[config.mk]
export PLATFORM = sky130hd
export DESIGN_NAME = core_top
export DESIGN_NICKNAME = d
export VERILOG_FILES = /design/src/verilog/core_pkg.sv /design/src/verilog/insn_fields_if.sv /design/src/verilog/insn_decode.sv /design/src/verilog/reg_file.sv /design/src/verilog/exec_unit.sv /design/src/verilog/core_sequencer.sv /design/src/verilog/core_top.sv
export SDC_FILE = /design/constraint.sdc
export NUM_CORES = 2
export LEC_CHECK = 0
export ABC_AREA = 0
export BUFFER_PORTS_ARGS = -buffer_cell sky130_fd_sc_hd__buf_2
export CORE_ASPECT_RATIO = 1.4
export CORE_UTILIZATION = 55
export DETAILED_ROUTE_END_ITERATION = 16
export GPL_TIMING_DRIVEN = 0
export PLACE_DENSITY = 0.85
export SLEW_MARGIN = 0
export SYNTH_ARGS = -nofsm -noshare
export SYNTH_HDL_FRONTEND = slang
export SYNTH_SLANG_ARGS = --single-unit
[constraint.sdc]
create_clock -name clk -period 11.55 [get_ports clk]
set_clock_uncertainty 0.05 [all_clocks]
set_input_delay 1.7325 -clock clk [delete_from_list [all_inputs] [get_ports clk]]
set_output_delay 1.7325 -clock clk [all_outputs]
set_load 0.05 [all_outputs]
[src/verilog/core_pkg.sv]
`default_nettype none

package core_pkg;

    typedef logic [31:0]        word_t;     // Data, address or instruction
    typedef logic [3:0]         reg_idx_t;
    typedef logic signed [11:0] imm_t;

    // Operation codes, 4-bit field at 15:12
    typedef enum logic [3:0] {
        OP_OR    = 4'h0,
        OP_AND   = 4'h1,
        OP_ADD   = 4'h2,
        OP_MUL   = 4'h3,
        OP_RSV4  = 4'h4,
        OP_SHL   = 4'h5,
        OP_LT    = 4'h6,
        OP_EQ    = 4'h7,
        OP_GT    = 4'h8,
        OP_ANDN  = 4'h9,
        OP_XOR   = 4'hA,
        OP_SUB   = 4'hB,
        OP_XNOR  = 4'hC,
        OP_SHR   = 4'hD,
        OP_NE    = 4'hE,
        OP_RSV15 = 4'hF
    } op_t;

    typedef enum logic [1:0] {
        DEREF_REG       = 2'b00,    //  Z  <-  rhs
        DEREF_LOAD      = 2'b01,    //  Z  <- [rhs]
        DEREF_STORE_Z   = 2'b10,    // [Z] <-  rhs
        DEREF_STORE_RHS = 2'b11     // [rhs] <- Z
    } deref_t;

    typedef enum logic [1:0] {
        PH_DECODE = 2'd0,
        PH_EXEC   = 2'd1,
        PH_WRITE  = 2'd2
    } phase_t;

    localparam word_t    RESET_VECTOR = 32'h0000_0000;
    localparam reg_idx_t PC_INDEX     = 4'd15;
    localparam word_t    ILLEGAL_INSN = 32'hFFFF_FFFF;

endpackage

`default_nettype wire

[src/verilog/insn_fields_if.sv]
`default_nettype none
`timescale 1ns/1ps

interface insn_fields_if
    import core_pkg::*;
();

    logic     kind;     // 0 means Y is the operand, 1 means imm is
    deref_t   deref;
    reg_idx_t z;
    reg_idx_t x;
    reg_idx_t y;
    op_t      op;
    imm_t     imm;
    logic     illegal;

    modport producer (output kind, deref, z, x, y, op, imm, illegal);
    modport consumer (input  kind, deref, z, x, y, op, imm, illegal);

endinterface

`default_nettype wire

[src/verilog/insn_decode.sv]
`default_nettype none
`timescale 1ns/1ps

module insn_decode
    import core_pkg::*;
(
    input  word_t                  i_insn,
    insn_fields_if.producer        fields
);

    // Bit 31 only matters for the illegal check
    assign fields.kind  = i_insn[30];
    assign fields.deref = deref_t'(i_insn[29:28]);
    assign fields.z     = i_insn[27:24];
    assign fields.x     = i_insn[23:20];
    assign fields.y     = i_insn[19:16];
    assign fields.op    = op_t'(i_insn[15:12]);
    assign fields.imm   = i_insn[11:0];

    // All-ones word halts the core
    assign fields.illegal = (i_insn == ILLEGAL_INSN);

endmodule

`default_nettype wire

[src/verilog/reg_file.sv]
`default_nettype none
`timescale 1ns/1ps

module reg_file
    import core_pkg::*;
(
    input  wire                    clk,
    input  wire                    reset_n,
    insn_fields_if.consumer        fields,
    input  word_t                  i_pc,
    input  wire                    i_we,
    input  word_t                  i_wdata,
    output word_t                  o_x_val,
    output word_t                  o_y_val,
    output word_t                  o_z_val
);

    word_t regs [1:14];     // r0 and r15 have no storage
    word_t pc_next;

    assign pc_next = i_pc + 32'd1;     // What r15 reads as

    function automatic word_t read_port(input reg_idx_t idx);
        word_t val;
        if (idx == 4'd0)
            val = '0;
        else if (idx == PC_INDEX)
            val = pc_next;
        else
            val = regs[idx];
        return val;
    endfunction

    assign o_x_val = read_port(fields.x);
    assign o_y_val = read_port(fields.y);
    assign o_z_val = read_port(fields.z);

    always_ff @(posedge clk) begin
        if (!reset_n) begin
            for (int i = 1; i <= 14; i++)
                regs[i] <= '0;
        end else if (i_we && fields.z != 4'd0 && fields.z != PC_INDEX) begin
            regs[fields.z] <= i_wdata;  // r15 writes are jumps, handled upstream
        end
    end

endmodule

`default_nettype wire

[src/verilog/exec_unit.sv]
`default_nettype none
`timescale 1ns/1ps

module exec_unit
    import core_pkg::*;
(
    input  wire                    clk,
    input  wire                    reset_n,
    input  wire                    i_step,
    insn_fields_if.consumer        fields,
    input  word_t                  i_x_val,
    input  word_t                  i_y_val,
    output word_t                  o_rhs
);

    word_t imm_ext;
    word_t operand;
    word_t addend;
    word_t rhs_d;
    word_t rhs_q;
    logic  lt;
    logic  gt;
    logic  eq;

    assign imm_ext = {{20{fields.imm[11]}}, fields.imm};

    // Kind swaps the roles of Y and the immediate
    assign operand = fields.kind ? imm_ext : i_y_val;
    assign addend  = fields.kind ? i_y_val : imm_ext;

    // Signed compares
    assign lt = $signed(i_x_val) < $signed(operand);
    assign gt = $signed(i_x_val) > $signed(operand);
    assign eq = (i_x_val == operand);

    always_comb begin
        case (fields.op)
            OP_OR:   rhs_d = (i_x_val | operand) + addend;
            OP_AND:  rhs_d = (i_x_val & operand) + addend;
            OP_ADD:  rhs_d = (i_x_val + operand) + addend;
            OP_MUL:  rhs_d = (i_x_val * operand) + addend;
            OP_SHL:  rhs_d = (i_x_val << operand) + addend;
            OP_LT:   rhs_d = {32{lt}} + addend;        // True is minus one
            OP_EQ:   rhs_d = {32{eq}} + addend;
            OP_GT:   rhs_d = {32{gt}} + addend;
            OP_ANDN: rhs_d = (i_x_val & ~operand) + addend;
            OP_XOR:  rhs_d = (i_x_val ^ operand) + addend;
            OP_SUB:  rhs_d = (i_x_val - operand) + addend;
            OP_XNOR: rhs_d = (i_x_val ^ ~operand) + addend;
            OP_SHR:  rhs_d = (i_x_val >> operand) + addend;   // Logical
            OP_NE:   rhs_d = {32{~eq}} + addend;
            default: rhs_d = addend;                  // Reserved 4 and 15
        endcase
    end

    always_ff @(posedge clk) begin
        if (!reset_n)
            rhs_q <= '0;
        else if (i_step)
            rhs_q <= rhs_d;     // Held through WRITE
    end

    assign o_rhs = rhs_q;

endmodule

`default_nettype wire

[src/verilog/core_sequencer.sv]
`default_nettype none
`timescale 1ns/1ps

module core_sequencer
    import core_pkg::*;
(
    input  wire                    clk,
    input  wire                    reset_n,
    input  wire                    i_en,
    insn_fields_if.consumer        fields,
    input  word_t                  i_rhs,
    input  word_t                  i_z_val,
    input  word_t                  i_mem_rdata,
    output word_t                  o_pc,
    output word_t                  o_mem_addr,
    output word_t                  o_mem_wdata,
    output word_t                  o_reg_wdata,
    output logic                   o_mem_we,
    output logic                   o_reg_we,
    output logic                   o_exec_step,
    output logic                   o_halt
);

    phase_t phase_q;
    phase_t phase_d;
    word_t  pc_q;
    word_t  wb_data;
    logic   halt_q;
    logic   advance;
    logic   in_decode;
    logic   in_write;
    logic   to_memory;
    logic   jump;

    // Nothing moves when disabled or halted
    assign advance   = i_en && !halt_q;
    assign in_decode = advance && (phase_q == PH_DECODE);
    assign in_write  = advance && (phase_q == PH_WRITE);

    always_comb begin
        case (phase_q)
            PH_DECODE: phase_d = PH_EXEC;
            PH_EXEC:   phase_d = PH_WRITE;
            default:   phase_d = PH_DECODE;
        endcase
    end

    // Modes 10 and 11 write memory, 00 and 01 write Z
    assign to_memory = fields.deref[1];
    assign jump      = !to_memory && (fields.z == PC_INDEX);

    // Mode 10 addresses by Z, everything else by the right-hand side
    assign o_mem_addr  = (fields.deref == DEREF_STORE_Z) ? i_z_val : i_rhs;
    assign o_mem_wdata = (fields.deref == DEREF_STORE_RHS) ? i_z_val : i_rhs;

    assign wb_data = (fields.deref == DEREF_LOAD) ? i_mem_rdata : i_rhs;

    assign o_mem_we    = in_write && to_memory;
    assign o_reg_we    = in_write && !to_memory;
    assign o_reg_wdata = wb_data;
    assign o_exec_step = advance && (phase_q == PH_EXEC);

    always_ff @(posedge clk) begin
        if (!reset_n) begin
            phase_q <= PH_DECODE;
            pc_q    <= RESET_VECTOR;
            halt_q  <= 1'b0;
        end else if (advance) begin
            if (in_decode && fields.illegal)
                halt_q <= 1'b1;     // Parks in DECODE until reset
            else
                phase_q <= phase_d;

            if (in_write)
                pc_q <= jump ? wb_data : pc_q + 32'd1;
        end
    end

    assign o_pc   = pc_q;
    assign o_halt = halt_q;

endmodule

`default_nettype wire

[src/verilog/core_top.sv]
`default_nettype none
`timescale 1ns/1ps

module core_top
    import core_pkg::*;
(
    input  wire    clk,
    input  wire    reset_n,
    input  wire    i_en,
    output word_t  o_insn_addr,
    input  word_t  i_insn_data,
    output word_t  o_mem_addr,
    output word_t  o_mem_wdata,
    output logic   o_mem_we,
    input  word_t  i_mem_rdata,
    output logic   o_halt
);

    word_t pc;
    word_t x_val;
    word_t y_val;
    word_t z_val;
    word_t rhs;
    word_t reg_wdata;
    logic  reg_we;
    logic  exec_step;

    insn_fields_if fields ();

    insn_decode u_decode (
        .i_insn      (i_insn_data),
        .fields      (fields.producer)
    );

    reg_file u_regs (
        .clk         (clk),
        .reset_n     (reset_n),
        .fields      (fields.consumer),
        .i_pc        (pc),
        .i_we        (reg_we),
        .i_wdata     (reg_wdata),
        .o_x_val     (x_val),
        .o_y_val     (y_val),
        .o_z_val     (z_val)
    );

    exec_unit u_exec (
        .clk         (clk),
        .reset_n     (reset_n),
        .i_step      (exec_step),
        .fields      (fields.consumer),
        .i_x_val     (x_val),
        .i_y_val     (y_val),
        .o_rhs       (rhs)
    );

    core_sequencer u_seq (
        .clk         (clk),
        .reset_n     (reset_n),
        .i_en        (i_en),
        .fields      (fields.consumer),
        .i_rhs       (rhs),
        .i_z_val     (z_val),
        .i_mem_rdata (i_mem_rdata),
        .o_pc        (pc),
        .o_mem_addr  (o_mem_addr),
        .o_mem_wdata (o_mem_wdata),
        .o_reg_wdata (reg_wdata),
        .o_mem_we    (o_mem_we),
        .o_reg_we    (reg_we),
        .o_exec_step (exec_step),
        .o_halt      (o_halt)
    );

    assign o_insn_addr = pc;    // Fetch address is the PC in every phase

endmodule

`default_nettype wire

==> run summary, run 1 <==
The run stopped with a tool error. The tools report the last flow stage reached as global routing (5_1_grt). The first error in the log reads "[ERROR GRT-0116] Global routing finished with congestion. Check the congestion regions in the DRC Viewer".

The synthesized area per cell came out at 9.65 µm². The number of synthesized flops with an enable pin works out to 511. The tools report the starting density of the core as 55.4%. The number of global-route vias before repair is 77,000. The H-tree generated during clock tree synthesis spans 2 levels. The clock buffer count from CTS is 56. For the pin count of the biggest net entering global routing, the log shows 21.

The number of buffers added to fix hold violations after cts was 0. The count of standard-cell rows is 150, and the number of flip-flops and latches in the synthesized netlist is 578. The number of buffers inserted by port buffering works out to 157.

The total I/O pin count was 165. The number of distinct library cell variants in the gate-level netlist after synthesis was 106; the proportion of register bits with asynchronous set or reset after synthesis was 0%. The total overflow left after global routing is 1,267. The number of clock sinks seen by CTS is 578.

Of the synthesized area, sequential elements account for 25.3%. In this run the vertical extent of the chip is 412 µm. During synthesis, Yosys emitted a total of 0 warnings. Summed over all nets, the half-perimeter wirelength after detailed placement is 308,000 µm.

The congestion estimate from routability-driven global placement came to 1.24. The first global-routing pass estimated 685,000 µm of wire. For the count of mapped cells out of synthesis, the log shows 6,849. Summing every instance area after synthesis gives 66,100 µm². The prevailing post-synth register cell was sky130_fd_sc_hd__edfxtp_1.

In this run the clock root is driven by a sky130_fd_sc_hd__clkbuf_16. Measured along the x axis, the die boundary spans 295 µm. Global routing consumed, over all layers together, 78.8% of the routing resources. The clock passes through at most 3 buffers.
==> synthesized netlist by cell type, drive strengths merged, types with 28 or more instances <==
master  count  area share, %
a21boi     37           0.42
nand4      36           0.35
and2       38           0.36
buf       191            1.8
a211oi     71           0.81
fa        502             15
nor2b      43           0.41
a31oi      32           0.31
a22oi      35           0.40
mux2i     182            2.8
o211ai     60           0.69
clkbuf    314            1.8
edfxtp    511             23
o32ai      32           0.42
mux2       75            1.3
o22ai      30           0.28
mux4      368             13
nand2b     41           0.40
o21ai     293            2.2
nand3      82           0.64
nand2     631            3.6
o221ai     28           0.38
xnor2     149            2.0
a21o       84           0.95
xor2       52           0.69
a21oi     262            2.0
ha        297            5.6
dfxtp      67            2.0
nor2     1018            5.8
inv       780            4.4
a221oi     46           0.62
nor3       84           0.64
==> metal layers <==
layer / global-route usage (%) / GRT overflow
met1: 78.9 / 17
met2: 94.8 / 716
met3: 63.7 / 41
met4: 79.1 / 488
met5: 32.5 / 5
==> through the flow <==
step / util [%] / cell area [µm²] / setup WS [ns] / hold WS, ns / instances
3_5_place_dp: 58.6 / 69800 / -6.50 / 0.470 / 8702
2_1_floorplan: - / 66300 / 0.0400 / 0.415 / 6911
4_1_cts: 62.9 / 74900 / 0.00164 / 0.481 / 8891
3_3_place_gp: 58.0 / 69100 / -6.70 / 0.453 / 8664
==> repair_timing <==
| item | in CTS |
|---|---|
| resized for setup | 697 |
| buffers inserted | 107 |
| pin swaps | 46 |
| endpoints found under the setup margin | 32 |
==> cells by family after synthesis <==
kind of cell,Yosys count,share of synthesized area (%)
other cells,1,0.00568
mux,625,16.7
buf+inv,1302,8.13
xor+xnor,211,3.01
fa+ha+maj,799,20.8
flops,578,25.3
compound gates,1240,12.6
simple gates,2093,13.5
==> inputs of run 2 (changes only) <==
CORE_ASPECT_RATIO = unset   (was 1.4)
CORE_UTILIZATION = 40   (was 55)
PLACE_DENSITY = unset   (was 0.85)
PLACE_DENSITY_LB_ADDON = 0.15   (was unset)
clock period = 15 ns   (was 11.55 ns; I/O delays follow)
==> run 2 against run 1 <==
Against the previous run: the flow now finishes, with violations (capacitance limit, slew limit, setup timing); synthesized cell count unchanged; area after synthesis unchanged.
==> run summary, run 2 <==
In this run, the number of DRC markers left after iteration 0 of detailed routing was 11,100. The finished layout holds 9,428 standard cells, fillers aside. Core area: 163,000 µm². In the layout the commonest cells are sky130_fd_sc_hd__nor2_1, sky130_fd_sc_hd__inv_1, sky130_fd_sc_hd__nand2_1. For the number of distinct library cell variants in the gate-level netlist after synthesis, the log shows 106 (unchanged). For this design the static power due to leakage is 0.0303 µW. The final-report hold violation count was 0; the clock buffer count from CTS was 70 (was 56). Sequential fraction of the synthesis area: 25.3% (unchanged). The starting density of the core is 40.5% (was 55.4%). The chip height came out at 408 µm (was 412 µm).

The prevailing post-synth register cell is sky130_fd_sc_hd__edfxtp_1 (unchanged). The number of flip-flops under the largest register name is 511. In the routed design, unresolved DRC markers number 0. The proportion of register bits with asynchronous set or reset after synthesis is 0% (unchanged). Of all nets on the critical path, the largest fanout is 12. Based on the critical path, the design can be clocked at up to 0.0652 GHz.

Most common library cell in the layout ignoring fill and taps: sky130_fd_sc_hd__nor2_1. The flow ran to the end, but the final reports show violations. Wires add up to 431,000 µm.

The number of synthesized flops with an enable pin works out to 511 (unchanged). H-tree depth reported by CTS: 3 (was 2). The largest individual stage delay along the critical path comes from the cell sky130_fd_sc_hd__a211oi_4.

For the total die area, the log shows 167,000 µm². At the later pin of the worst-skew pair, clock insertion delay measures 0.75 ns. Summed over all layers, the global routing overflow is 0. The delay of the slowest critical-path stage was 0.59 ns; the pin slew with the least headroom to its limit was 1.77 ns. The cell area power density is 252 nW/µm². The count of TritonRoute iterations in the first routing pass is 9. The largest register by flop count is u_regs.regs. The final cell area excluding filler cells is 73,600 µm², and the proportion of netlist area held by the largest area contributor is 23.2% (unchanged). The initial antenna violation count was 30; the share of the cycle needed by the critical path after routing was 102%.

Dominant cell type by area after synthesis: sky130_fd_sc_hd__edfxtp_1 (unchanged). The cell area after placement was 70,700 µm² (was 69,800 µm²). The detailed-route via count was 64,900; the buffer depth of the longest clock path was 3 (unchanged). The logs give -0.332 ns for the setup slack after layout and 61,300 for the number of global-route vias before repair. Setup slack on the worst reg-to-reg path comes out at 1.33 ns.

The logs give 15.56 ns for the required time of the critical path and 8,053 for the total number of nets in the final design. The run gives 165 (unchanged) as the total I/O pin count. The checks that failed: capacitance limit, slew limit, setup timing. TritonCTS built the clock tree.

The min-delay analysis places its worst path in the category register to register. Max-slew violation total from the final report: 189. After clock tree synthesis, the clock-pin slew on the worst setup and hold paths is 0.06 ns. The worst setup path is captured at a register. The final critical-path required period is 15.33 ns, and the via density per instance is 6.89. Across every metal layer, demand over resource in global routing totals 50.6%.

Dividing the detail-routed wire length by the instance count gives 45.7 µm. The post-synthesis instance area was 66,100 µm² (unchanged); the post-synthesis to final-layout area growth was 11.4%. The critical path class is input pin to register. The floorplan die width is 408 µm (was 295 µm). The tools report the critical path startpoint category as an input pin. At the worst endpoint, the arrival time is 15.89 ns. The number of flip-flops and latches in the synthesized netlist is 578 (unchanged), and the yosys synthesis warning count is 0 (unchanged). The synthesized area per cell is 9.65 µm² (unchanged), and the count of standard-cell rows is 148 (was 150). Global placer's final weighted congestion: 1.12 (was 1.24). For the placed cell count, the log shows 9,287 (was 8,702).

The count of mapped cells out of synthesis was 6,849 (unchanged). Cell types occupying the most area after synthesis: sky130_fd_sc_hd__edfxtp_1, sky130_fd_sc_hd__fa_1, sky130_fd_sc_hd__mux4_2 (unchanged). The number of clock sinks seen by CTS is 578 (unchanged), and the fraction of final layout cells sized beyond drive strength 1 is 14.8%. The run gives -17.8% as the worst max-slew margin expressed relative to the limit.

The wire length of the first global-routing pass came out at 562,000 µm. Ranking of synthesized cells by instance count: sky130_fd_sc_hd__nor2_1, sky130_fd_sc_hd__inv_1, sky130_fd_sc_hd__nand2_1 (unchanged). Entering global routing, the biggest net connects 33 pins. The CTS root buffer was sky130_fd_sc_hd__clkbuf_16 (unchanged). Hold timing on the final database bottoms out at a slack of 0.466 ns.

The number of buffers inserted by port buffering came out at 157 (unchanged). Most frequent cell after synthesis: sky130_fd_sc_hd__nor2_1 (unchanged). Setup violations remaining at the end of the flow were counted as 5. IR analysis of the VDD net gives a maximum drop of 0.00118 V. The post-detailed-placement half-perimeter wirelength was 335,000 µm (was 308,000 µm); the remaining antenna violation count was 0. The max-cap check violation count was 21.
run 2: kinds of logic (layout without fill, tap and decap cells):
| logic type | Yosys count | in the layout | share of synthesized area, % |
|---|---|---|---|
| adders and majority gates | 799 | 799 | 20.8 |
| buffers and inverters | 1302 | 1632 | 8.13 |
| and+or+nand+nor | 2093 | 2093 | 13.5 |
| AOI/OAI and AO/OA | 1240 | 1240 | 12.6 |
| DFF | 578 | 578 | 25.3 |
| muxes | 625 | 625 | 16.7 |
| other | 1 | 75 | 0.00568 |
| xor gates and xnor gates | 211 | 211 | 3.01 |
run 2: timing repair:
action,CTS,global route
hold buffers,0,0
endpoints found under the setup margin,27,9
gates resized for setup,78,38
pin swaps,3,2
setup buffers,4,2
run 2: final cells by class:
type | instances | area, µm²
Timing Repair Buffer | 213 | 1470
Antenna cell | 12 | 30.0
Clock inverter | 43 | 552
Multi-Input combinational cell | 5031 | 44800
Sequential cell | 578 | 16700
Tap cell | 2175 | 2720
Fill cell | 16200 | 89700
Buffer | 498 | 2510
Clock buffer | 83 | 1830
Inverter | 795 | 3000
run 2: through the flow:
step           setup WS (ns)  utilization, %  TNS (ns)  total power (µW)
4_1_cts              -0.0222            44.9   -0.0222             18100
3_3_place_gp           -5.21            42.7    -86.18             15500
6_report              -0.332            45.0    -0.936             18500
3_5_place_dp           -4.22            43.3    -67.74             15600
2_1_floorplan           2.83               -         0             10300
5_1_grt              -0.0144            45.0   -0.0144             19100
run 2: critical path: cells and delay by family:
family          cells  cell delay, ns
compound gates     23            7.14
xor+xnor            1            0.24
mux                 2            0.51
simple gates        2            0.65
fa+ha+maj           2            0.61
buf+inv            10            4.32
run 2: worst paths after layout:
kind	end	depth (start not counted)	startpoint
hold reg to reg	u_seq.o_halt$_SDFFE_PN0P_	2	u_seq.o_halt$_SDFFE_PN0P_
setup reg to reg	u_exec.o_rhs[25]$_SDFFE_PN0P_	36	u_seq.o_pc[1]$_SDFFE_PN0P_
setup / recovery	u_exec.o_rhs[25]$_SDFFE_PN0P_	40	i_insn_data[23]
hold / removal	u_seq.o_halt$_SDFFE_PN0P_	2	u_seq.o_halt$_SDFFE_PN0P_
run 2: report_power, final:
group	switching (µW)	internal, µW
Sequential	68.1	1820
Clock	831	1030
Combinational	9780	5010
Total	10700	7860
run 2: layer usage:
| layer | vias to the layer above | GRT usage (%) | part of all wire (%) |
|---|---|---|---|
| met5 | - | 0.374 | 0.042 |
| met4 | 16 | 41.9 | 10 |
| met3 | 1548 | 19.6 | 14 |
| met2 | 5761 | 71.9 | 41 |
| met1 | 33000 | 60.2 | 35 |
| li1 | 24600 | - | - |
No activity file was read; power rests on OpenSTA's default activity.
